--- config.mk ---
export PLATFORM = sky130hd
export DESIGN_NAME = fpu_flag_top
export DESIGN_NICKNAME = d
export VERILOG_FILES = /design/src/fcsr_pkg.sv /design/src/fpu_pkg.sv /design/src/fcsr.sv /design/src/fpu_cmp_lane.sv /design/src/fpu_cvt_lane.sv /design/src/fpu_flag_top.sv
export VERILOG_INCLUDE_DIRS = /design/src /design/src/include
export SDC_FILE = /design/constraint.sdc
export NUM_CORES = 1
export LEC_CHECK = 0
export BUFFER_PORTS_ARGS = -buffer_cell sky130_fd_sc_hd__buf_2
export CORE_MARGIN = 1
export CORE_UTILIZATION = 58
export CTS_CLUSTER_DIAMETER = 40
export DETAILED_ROUTE_END_ITERATION = 8
export PLACE_DENSITY = 0.82
export SLEW_MARGIN = 30
export SYNTH_ARGS = -nofsm -noshare
export SYNTH_HDL_FRONTEND = slang
export SYNTH_SLANG_ARGS = --single-unit
--- constraint.sdc ---
create_clock -name clk_i -period 6.6 [get_ports clk_i]
set_input_delay 0.66 -clock clk_i [delete_from_list [all_inputs] [get_ports clk_i]]
set_output_delay 0.66 -clock clk_i [all_outputs]
set_load 0.01 [all_outputs]
--- src/include/fpu_consts.svh ---
// CSR addresses, Zicsr funct3 codes and widths for the FP slice; include in RTL and testbench
`ifndef FPU_CONSTS_SVH
`define FPU_CONSTS_SVH

// floating-point CSR addresses
`define FPU_CSR_FFLAGS_ADDR 12'h001
`define FPU_CSR_FRM_ADDR    12'h002
`define FPU_CSR_FCSR_ADDR   12'h003

// zicsr funct3 encodings
`define FPU_CSRRW_FUN3  3'b001
`define FPU_CSRRS_FUN3  3'b010
`define FPU_CSRRC_FUN3  3'b011
`define FPU_CSRRWI_FUN3 3'b101
`define FPU_CSRRSI_FUN3 3'b110
`define FPU_CSRRCI_FUN3 3'b111

// register field widths
`define FPU_FFLAGS_W   5
`define FPU_FRM_W      3
`define FPU_REG_ADDR_W 5

// quiet NaN returned when no operand is usable
`define FPU_CANON_NAN 32'h7FC00000

`endif

--- src/fcsr_pkg.sv ---
// CSR-side types for the flag and rounding-mode registers, used by RTL and testbench
`include "fpu_consts.svh"

package fcsr_pkg;

  // exception flags, nv is the msb
  typedef struct packed {
    logic nv;
    logic dz;
    logic of;
    logic uf;
    logic nx;
  } fflags_s;

  // rounding modes, 5 and 6 reserved
  typedef enum logic [`FPU_FRM_W-1:0] {
    rne = 3'd0,
    rtz = 3'd1,
    rdn = 3'd2,
    rup = 3'd3,
    rmm = 3'd4,
    dyn = 3'd7
  } frm_e;

  // fcsr layout, frm above fflags
  typedef struct packed {
    logic [`FPU_FRM_W-1:0] frm;
    fflags_s               fflags;
  } fcsr_s;

endpackage

--- src/fpu_pkg.sv ---
// execution-side types for the compare and convert lanes, used by RTL and testbench

package fpu_pkg;

  // compare lane operations
  typedef enum logic [2:0] {
    feq  = 3'd0,
    flt  = 3'd1,
    fle  = 3'd2,
    fmin = 3'd3,
    fmax = 3'd4
  } cmp_op_e;

  // float to int targets
  typedef enum logic {
    cvt_w  = 1'b0,
    cvt_wu = 1'b1
  } cvt_op_e;

  // single-precision fields
  typedef struct packed {
    logic        sign;
    logic [7:0]  exponent;
    logic [22:0] mantissa;
  } float_s;

endpackage

--- src/fcsr.sv ---
// frm/fflags CSR block; executes Zicsr commands and accrues the flags of both lanes
`include "fpu_consts.svh"

module fcsr (
  input  logic                       clk_i,
  input  logic                       reset_i,
  // zicsr command
  input  logic                       v_i,
  input  logic [2:0]                 funct3_i,
  input  logic [`FPU_REG_ADDR_W-1:0] rs1_i,
  input  fcsr_pkg::fcsr_s            data_i,
  input  logic [11:0]                addr_i,
  output fcsr_pkg::fcsr_s            data_o,
  // flag accrue from the lanes
  input  logic [1:0]                 fflags_v_i,
  input  fcsr_pkg::fflags_s [1:0]    fflags_i,
  output fcsr_pkg::frm_e             frm_o
);

  localparam int csr_w = `FPU_FRM_W + `FPU_FFLAGS_W;

  logic [`FPU_FRM_W-1:0]    frm_r;
  logic [`FPU_FFLAGS_W-1:0] fflags_r;
  logic [csr_w-1:0]         cmd_val;
  logic [csr_w-1:0]         write_mask;
  logic [csr_w-1:0]         write_data;
  logic [`FPU_FRM_W-1:0]    frm_mask;
  logic [`FPU_FRM_W-1:0]    frm_data;
  logic [`FPU_FFLAGS_W-1:0] fflags_mask;
  logic [`FPU_FFLAGS_W-1:0] fflags_data;
  logic [`FPU_FFLAGS_W-1:0] accrued;
  logic [csr_w-1:0]         rd_data;

  // funct3[2] selects the immediate forms
  assign cmd_val = funct3_i[2] ? csr_w'(rs1_i) : data_i;

  always_comb begin
    write_mask = '0;
    write_data = '0;
    if (v_i) begin
      case (funct3_i)
        `FPU_CSRRW_FUN3, `FPU_CSRRWI_FUN3: begin
          write_mask = '1;
          write_data = cmd_val;
        end
        `FPU_CSRRS_FUN3, `FPU_CSRRSI_FUN3: begin
          write_mask = cmd_val;
          write_data = '1;
        end
        `FPU_CSRRC_FUN3, `FPU_CSRRCI_FUN3: begin
          write_mask = cmd_val;
          write_data = '0;
        end
        default: ;
      endcase
    end
  end

  always_comb begin
    accrued = '0;
    for (int i = 0; i < 2; i++) begin
      if (fflags_v_i[i]) begin
        accrued = accrued | fflags_i[i];
      end
    end
  end

  always_comb begin
    frm_mask    = '0;
    frm_data    = '0;
    fflags_mask = '0;
    fflags_data = '0;
    case (addr_i)
      `FPU_CSR_FFLAGS_ADDR: begin
        fflags_mask = write_mask[`FPU_FFLAGS_W-1:0];
        fflags_data = write_data[`FPU_FFLAGS_W-1:0];
      end
      `FPU_CSR_FRM_ADDR: begin
        frm_mask = write_mask[`FPU_FRM_W-1:0];
        frm_data = write_data[`FPU_FRM_W-1:0];
      end
      `FPU_CSR_FCSR_ADDR: begin
        fflags_mask = write_mask[`FPU_FFLAGS_W-1:0];
        fflags_data = write_data[`FPU_FFLAGS_W-1:0];
        frm_mask    = write_mask[csr_w-1:`FPU_FFLAGS_W];
        frm_data    = write_data[csr_w-1:`FPU_FFLAGS_W];
      end
      default: ;
    endcase
    // lane flags only go in when no command is present
    if (!v_i) begin
      fflags_mask = accrued;
      fflags_data = accrued;
    end
  end

  always_ff @(posedge clk_i) begin
    if (reset_i) begin
      frm_r    <= '0;
      fflags_r <= '0;
    end else begin
      frm_r    <= (frm_r & ~frm_mask) | (frm_data & frm_mask);
      fflags_r <= (fflags_r & ~fflags_mask) | (fflags_data & fflags_mask);
    end
  end

  // old value, goes to rd
  always_comb begin
    case (addr_i)
      `FPU_CSR_FFLAGS_ADDR: rd_data = csr_w'(fflags_r);
      `FPU_CSR_FRM_ADDR:    rd_data = csr_w'(frm_r);
      `FPU_CSR_FCSR_ADDR:   rd_data = {frm_r, fflags_r};
      default:              rd_data = '0;
    endcase
  end

  assign data_o = rd_data;
  assign frm_o  = fcsr_pkg::frm_e'(frm_r);

  // the core holds CSR commands until both lanes have drained
  a_no_accrue_on_cmd: assert property (@(posedge clk_i) disable iff (reset_i)
    v_i |-> (fflags_v_i == 2'b00))
    else $error("fcsr: lane flags arrived together with a CSR command");

  a_legal_funct3: assert property (@(posedge clk_i) disable iff (reset_i)
    v_i |-> (funct3_i inside {`FPU_CSRRW_FUN3, `FPU_CSRRS_FUN3, `FPU_CSRRC_FUN3,
                              `FPU_CSRRWI_FUN3, `FPU_CSRRSI_FUN3, `FPU_CSRRCI_FUN3}))
    else $error("fcsr: unknown funct3 on a CSR command");

endmodule

--- src/fpu_cmp_lane.sv ---
// two-stage compare and min/max lane; results and nv flag two cycles after issue
`include "fpu_consts.svh"

module fpu_cmp_lane (
  input  logic              clk_i,
  input  logic              reset_i,
  input  logic              v_i,
  input  fpu_pkg::cmp_op_e  op_i,
  input  fpu_pkg::float_s   a_i,
  input  fpu_pkg::float_s   b_i,
  output logic              v_o,
  output logic [31:0]       result_o,
  output fcsr_pkg::fflags_s flags_o,
  output logic              busy_o
);

  logic              s1_v;
  fpu_pkg::cmp_op_e  s1_op;
  fpu_pkg::float_s   s1_a;
  fpu_pkg::float_s   s1_b;
  logic              s1_a_nan;
  logic              s1_a_snan;
  logic              s1_a_zero;
  logic              s1_b_nan;
  logic              s1_b_snan;
  logic              s1_b_zero;
  logic              any_nan;
  logic              any_snan;
  logic              both_zero;
  logic              ord_lt;
  logic              lt;
  logic              eq;
  logic [31:0]       res;
  fcsr_pkg::fflags_s flags;

  always_ff @(posedge clk_i) begin
    if (reset_i) begin
      s1_v <= 1'b0;
      v_o  <= 1'b0;
    end else begin
      s1_v <= v_i;
      v_o  <= s1_v;
    end
  end

  // stage 1: operands plus classification
  always_ff @(posedge clk_i) begin
    if (v_i) begin
      s1_op     <= op_i;
      s1_a      <= a_i;
      s1_b      <= b_i;
      s1_a_nan  <= (a_i.exponent == 8'hff) && (a_i.mantissa != '0);
      s1_a_snan <= (a_i.exponent == 8'hff) && (a_i.mantissa != '0) && !a_i.mantissa[22];
      s1_a_zero <= (a_i.exponent == 8'h00) && (a_i.mantissa == '0);
      s1_b_nan  <= (b_i.exponent == 8'hff) && (b_i.mantissa != '0);
      s1_b_snan <= (b_i.exponent == 8'hff) && (b_i.mantissa != '0) && !b_i.mantissa[22];
      s1_b_zero <= (b_i.exponent == 8'h00) && (b_i.mantissa == '0);
    end
  end

  always_comb begin
    any_nan   = s1_a_nan | s1_b_nan;
    any_snan  = s1_a_snan | s1_b_snan;
    both_zero = s1_a_zero & s1_b_zero;
    // sign-magnitude order, -0 sits below +0
    if (s1_a.sign != s1_b.sign) begin
      ord_lt = s1_a.sign;
    end else if (s1_a.sign) begin
      ord_lt = {s1_a.exponent, s1_a.mantissa} > {s1_b.exponent, s1_b.mantissa};
    end else begin
      ord_lt = {s1_a.exponent, s1_a.mantissa} < {s1_b.exponent, s1_b.mantissa};
    end
    // the relational ops treat the two zeros as equal
    eq    = (s1_a == s1_b) | both_zero;
    lt    = ord_lt & !both_zero;
    res   = '0;
    flags = '0;
    case (s1_op)
      fpu_pkg::feq: begin
        res[0]   = !any_nan & eq;
        flags.nv = any_snan;
      end
      fpu_pkg::flt: begin
        res[0]   = !any_nan & lt;
        flags.nv = any_nan;
      end
      fpu_pkg::fle: begin
        res[0]   = !any_nan & (lt | eq);
        flags.nv = any_nan;
      end
      fpu_pkg::fmin, fpu_pkg::fmax: begin
        flags.nv = any_snan;
        if (s1_a_nan && s1_b_nan) begin
          res = `FPU_CANON_NAN;
        end else if (s1_a_nan) begin
          res = s1_b;
        end else if (s1_b_nan) begin
          res = s1_a;
        end else if (s1_op == fpu_pkg::fmin) begin
          res = ord_lt ? s1_a : s1_b;
        end else begin
          res = ord_lt ? s1_b : s1_a;
        end
      end
      default: ;
    endcase
  end

  // stage 2 output registers
  always_ff @(posedge clk_i) begin
    if (s1_v) begin
      result_o <= res;
      flags_o  <= flags;
    end
  end

  assign busy_o = s1_v | v_o;

  a_cmp_op_defined: assert property (@(posedge clk_i) disable iff (reset_i)
    v_i |-> (op_i inside {fpu_pkg::feq, fpu_pkg::flt, fpu_pkg::fle,
                          fpu_pkg::fmin, fpu_pkg::fmax}))
    else $error("fpu_cmp_lane: undefined compare opcode issued");

endmodule

--- src/fpu_cvt_lane.sv ---
// two-stage float to int32/uint32 conversion lane with rounding and saturation

module fpu_cvt_lane (
  input  logic              clk_i,
  input  logic              reset_i,
  input  logic              v_i,
  input  fpu_pkg::cvt_op_e  op_i,
  input  fcsr_pkg::frm_e    rm_i,
  input  fcsr_pkg::frm_e    frm_i,
  input  fpu_pkg::float_s   a_i,
  output logic              v_o,
  output logic [31:0]       result_o,
  output fcsr_pkg::fflags_s flags_o,
  output logic              busy_o
);

  fcsr_pkg::frm_e    rm_pick;
  fcsr_pkg::frm_e    rm_eff;
  logic              a_nan;
  logic              a_huge;
  logic [5:0]        shamt;
  logic [63:0]       fixed;
  logic              s1_v;
  fpu_pkg::cvt_op_e  s1_op;
  fcsr_pkg::frm_e    s1_rm;
  logic              s1_sign;
  logic              s1_nan;
  logic              s1_huge;
  logic [31:0]       s1_int;
  logic              s1_guard;
  logic              s1_sticky;
  logic              inexact;
  logic              inc;
  logic [32:0]       mag;
  logic              range_err;
  logic [31:0]       max_val;
  logic [31:0]       min_val;
  logic [31:0]       res;
  fcsr_pkg::fflags_s flags;

  // dynamic mode comes from frm, reserved encodings run as rne
  always_comb begin
    rm_pick = (rm_i == fcsr_pkg::dyn) ? frm_i : rm_i;
    case (rm_pick)
      fcsr_pkg::rtz, fcsr_pkg::rdn, fcsr_pkg::rup, fcsr_pkg::rmm: rm_eff = rm_pick;
      default: rm_eff = fcsr_pkg::rne;
    endcase
  end

  // fixed point with 32 integer and 32 fraction bits
  always_comb begin
    a_nan  = (a_i.exponent == 8'hff) && (a_i.mantissa != '0);
    a_huge = a_i.exponent >= 8'd159;
    shamt  = 6'(a_i.exponent - 8'd118);
    fixed  = '0;
    if (a_i.exponent >= 8'd126 && !a_huge) begin
      fixed = 64'({1'b1, a_i.mantissa}) << shamt;
    end else begin
      // below one half, only sticky survives
      fixed[0] = (a_i.exponent != 8'd0) || (a_i.mantissa != '0);
    end
  end

  always_ff @(posedge clk_i) begin
    if (reset_i) begin
      s1_v <= 1'b0;
      v_o  <= 1'b0;
    end else begin
      s1_v <= v_i;
      v_o  <= s1_v;
    end
  end

  always_ff @(posedge clk_i) begin
    if (v_i) begin
      s1_op     <= op_i;
      s1_rm     <= rm_eff;
      s1_sign   <= a_i.sign;
      s1_nan    <= a_nan;
      s1_huge   <= a_huge;
      s1_int    <= fixed[63:32];
      s1_guard  <= fixed[31];
      s1_sticky <= |fixed[30:0];
    end
  end

  // stage 2: round, range check, saturate
  always_comb begin
    inexact = s1_guard | s1_sticky;
    case (s1_rm)
      fcsr_pkg::rtz: inc = 1'b0;
      fcsr_pkg::rdn: inc = s1_sign & inexact;
      fcsr_pkg::rup: inc = !s1_sign & inexact;
      fcsr_pkg::rmm: inc = s1_guard;
      default:       inc = s1_guard & (s1_sticky | s1_int[0]);
    endcase
    mag = {1'b0, s1_int} + 33'(inc);
    if (s1_op == fpu_pkg::cvt_w) begin
      max_val   = 32'h7fff_ffff;
      min_val   = 32'h8000_0000;
      range_err = s1_huge | (s1_sign ? (mag > 33'h0_8000_0000) : (mag > 33'h0_7fff_ffff));
    end else begin
      max_val   = 32'hffff_ffff;
      min_val   = 32'h0000_0000;
      range_err = s1_huge | (s1_sign ? (mag != '0) : mag[32]);
    end
    flags    = '0;
    flags.nv = s1_nan | range_err;
    if (s1_nan) begin
      res = max_val;
    end else if (range_err) begin
      res = s1_sign ? min_val : max_val;
    end else begin
      res      = s1_sign ? (~mag[31:0] + 32'd1) : mag[31:0];
      flags.nx = inexact;
    end
  end

  always_ff @(posedge clk_i) begin
    if (s1_v) begin
      result_o <= res;
      flags_o  <= flags;
    end
  end

  assign busy_o = s1_v | v_o;

endmodule

--- src/fpu_flag_top.sv ---
// FP execution slice top; compare and convert lanes feeding the frm/fflags CSR block
`include "fpu_consts.svh"

module fpu_flag_top (
  input  logic                       clk_i,
  input  logic                       reset_i,
  // csr command
  input  logic                       csr_v_i,
  input  logic [2:0]                 csr_funct3_i,
  input  logic [`FPU_REG_ADDR_W-1:0] csr_rs1_i,
  input  fcsr_pkg::fcsr_s            csr_data_i,
  input  logic [11:0]                csr_addr_i,
  output fcsr_pkg::fcsr_s            csr_data_o,
  // compare issue
  input  logic                       cmp_v_i,
  input  fpu_pkg::cmp_op_e           cmp_op_i,
  input  fpu_pkg::float_s            cmp_a_i,
  input  fpu_pkg::float_s            cmp_b_i,
  // convert issue
  input  logic                       cvt_v_i,
  input  fpu_pkg::cvt_op_e           cvt_op_i,
  input  fcsr_pkg::frm_e             cvt_rm_i,
  input  fpu_pkg::float_s            cvt_a_i,
  // results
  output logic                       cmp_v_o,
  output logic [31:0]                cmp_result_o,
  output logic                       cvt_v_o,
  output logic [31:0]                cvt_result_o,
  output fcsr_pkg::frm_e             frm_o,
  output logic                       fpu_busy_o
);

  fcsr_pkg::fflags_s cmp_flags;
  fcsr_pkg::fflags_s cvt_flags;
  logic              cmp_busy;
  logic              cvt_busy;

  fpu_cmp_lane i_cmp (
    .clk_i    (clk_i),
    .reset_i  (reset_i),
    .v_i      (cmp_v_i),
    .op_i     (cmp_op_i),
    .a_i      (cmp_a_i),
    .b_i      (cmp_b_i),
    .v_o      (cmp_v_o),
    .result_o (cmp_result_o),
    .flags_o  (cmp_flags),
    .busy_o   (cmp_busy)
  );

  // dynamic rounding reads frm straight from the CSR block
  fpu_cvt_lane i_cvt (
    .clk_i    (clk_i),
    .reset_i  (reset_i),
    .v_i      (cvt_v_i),
    .op_i     (cvt_op_i),
    .rm_i     (cvt_rm_i),
    .frm_i    (frm_o),
    .a_i      (cvt_a_i),
    .v_o      (cvt_v_o),
    .result_o (cvt_result_o),
    .flags_o  (cvt_flags),
    .busy_o   (cvt_busy)
  );

  fcsr i_fcsr (
    .clk_i      (clk_i),
    .reset_i    (reset_i),
    .v_i        (csr_v_i),
    .funct3_i   (csr_funct3_i),
    .rs1_i      (csr_rs1_i),
    .data_i     (csr_data_i),
    .addr_i     (csr_addr_i),
    .data_o     (csr_data_o),
    .fflags_v_i ({cvt_v_o, cmp_v_o}),
    .fflags_i   ({cvt_flags, cmp_flags}),
    .frm_o      (frm_o)
  );

  assign fpu_busy_o = cmp_busy | cvt_busy;

endmodule

==> reports/metrics.cfg <==
[synth]
ys_ff_latch = 193
ys_warn_count = 0
synthCells = 1346
synth-seq-area-share_pct = 43.6
synth_edf_count = 181
synth_nets = 1520
synth.cell_area_um2 = 13000
syn-mean-instance-area_um2 = 9.66
async_reset_ff_share_pct = 0
synth_top_flop_cell = edfxtp_1
synth_cell_types = 77

[route]
vias = 11500
via_per_inst = 6.38
first_pass_iters = 8
route.final.wire_length_mm = 34.4
drc = 0
drtIter0Drc = 986
ant_nets = 0
wl_per_cell_um = 19.1

[layout]
finalNetCount = 1683
final_common_cell = buf_2
fillers = 1714
area_growth_pct = 14.2
final_cell_mix = buf_2, edfxtp_1, nand2_1, nor2_1, mux2i_1
final_layout_size_suffix_gt1_share_pct = 20.5
design_area_um2 = 14900

[clock_network]
clock_latency_ns = 0.44
tritoncts = yes
root_buffer = clkbuf_16
postCtsHoldBufs = 0
post_cts_resized = 0
post_cts_buffers = 0
cts_max_level = 4
clockBufferDepth = 2
cts.clk_slew.worst_paths_ns = 0.08
cts_buffers = 17
cts.sinks = 193

[timing]
finalCritPeriodShare_pct = 81.2
setup_tns_ns = 0
layout_min_cycle_time_ns = 5.36
tightest_slew_ns = 0.954
max_clock_freq_mhz = 187
skew_ns = 0.0145
relSlewSlack_pct = 36.4
grt_setup_unrepaired = false
slew_viol_final = 0
hold_viol = 0
setup_viol = 0

[grt]
grt_antenna_before_repair = 1
overflow = 0
grt_pass1_wl_mm = 54.3
globalRouteTotalUtil_pct = 30.3
grt_max_degree = 75
grt_pass1_vias = 10500

[power_and_ir_drop]
ir_drop_mv = 0.197
cellLeakagePower_nw = 5.71
power_mw = 3.32
p_per_area_nw_per_um2 = 224

[critical_path]
start_kind = register
path_max_fanout = 23
path_class = register to register
cp_data_required_time_ns = 6.79
arrival_ns = 5.55
critPathCaptureType = register

[floorplan]
dieArea_um2 = 23000
io_pins = 214
die-height_um = 152
start_util_pct = 59.4
core-area_um2 = 21900
std_cell_rows = 54
die_width_um = 152

[worst_hold_path]
hold_path.class = primary input to register

[run]
cap_violations = 0

[placed_design]
place.detailed.hpwl_mm = 25.6
gp_congestion = 0.996
portBuffers = 213
placed_area_um2 = 14200

[outcome]
status = finished, final reports clean

==> sequential cells by signal (all words and copies together) (netlist names), 2 cells and up, named ones only <==
register and flops:
i_cmp.result_o 32, i_cvt.flags_o 2, i_cvt.result_o 32, i_cmp.s1_a 32, i_cvt.s1_rm 3, i_cvt.s1_int 32, i_cmp.s1_b 32, i_cmp.s1_op 3
==> path summary, 6_finish.rpt <==
| kind | start | endpoint | slack [ns] | cells past startpoint |
|---|---|---|---|---|
| max reg2reg | i_cvt.s1_sign$_DFFE_PP_ | i_cvt.result_o[1]$_SDFFCE_PP1P_ | 1.24 | 16 |
| min reg2reg | register | register | 0.51 | 2 |
| min | cmp_a_i[31] | i_cmp.s1_a[31]$_DFFE_PP_ | 0.39 | 1 |
| max | i_cvt.s1_sign$_DFFE_PP_ | i_cvt.result_o[1]$_SDFFCE_PP1P_ | 1.24 | 16 |
==> where the power goes <==
group | switching, mW | total (mW) | internal [mW]
combinational | 0.430 | 0.706 | 0.276
clock | 0.569 | 1.11 | 0.540
sequential | 0.0670 | 1.51 | 1.44
total | 1.07 | 3.32 | 2.26
==> per-layer routing <==
| layer | up-vias | part of all wire, % | global-route usage [%] |
|---|---|---|---|
| li1 | 5475 | - | - |
| met1 | 5386 | 43 | 42.7 |
| met2 | 582 | 47 | 47.5 |
| met3 | 67 | 8.1 | 4.76 |
| met4 | 0 | 2.3 | 10.0 |
| met5 | - | 0 | 0 |
==> critical path: stages (launching register included) <==
cell,delay [ns]
edfxtp_1,0.42
xnor2_1,0.15
nor3b_1,0.17
a21oi_1,0.06
nor2_1,0.09
ha_1,0.27
ha_1,0.39
nand3_2,0.22
or4_4,0.66
nor2_1,0.42
xnor2_1,0.25
nor4_1,0.28
and4_1,0.24
o21a_1,0.66
buf_4,0.35
nor2_1,0.10
a311o_1,0.37
==> through the flow <==
step	hold WS [ns]	setup slack (ns)	std cells	util [%]
6_report	0.394	1.24	1803	67.9
5_1_grt	0.382	0.898	1802	67.8
4_1_cts	0.382	1.31	1802	67.8
3_5_place_dp	0.492	1.35	1770	64.8
3_3_place_gp	0.481	1.47	1770	64.8
2_1_floorplan	0.461	1.80	1346	-
==> synth_stat cells (23+ instances only) <==
cell type	count	area, µm²
a21oi_1	48	240
clkbuf_1	54	203
edfxtp_1	181	5440
ha_1	38	475
inv_1	51	191
mux2i_1	65	651
nand2_1	152	571
nand3_1	34	170
nand4_1	40	250
nor2_1	129	484
nor3_1	47	235
nor4_1	60	375
o21ai_0	52	260
o22ai_1	23	144
xnor2_1	23	201
==> cells by family after synthesis <==
kind of cell    after synthesis  synth area share, %
simple gates                565                 21.6
compound gates              275                 14.8
flops                       193                 43.6
buf+inv                     136                 4.21
mux                          97                 9.16
xor+xnor                     42                 2.97
fa+ha+maj                    38                 3.66
==> area by class of cell <==
class | instances | area (µm²) | area share [%]
tap | 280 | 350 | 2.36
antenna | 1 | 2.50 | 0.0168
clock inverter | 15 | 219 | 1.47
clock buffer | 17 | 425 | 2.86
sequential | 193 | 5680 | 38.2
inverter | 52 | 195 | 1.31
multi-input combinational | 1017 | 6810 | 45.8
timing repair buffer | 228 | 1180 | 7.93
No activity file was read; power rests on OpenSTA's default activity.
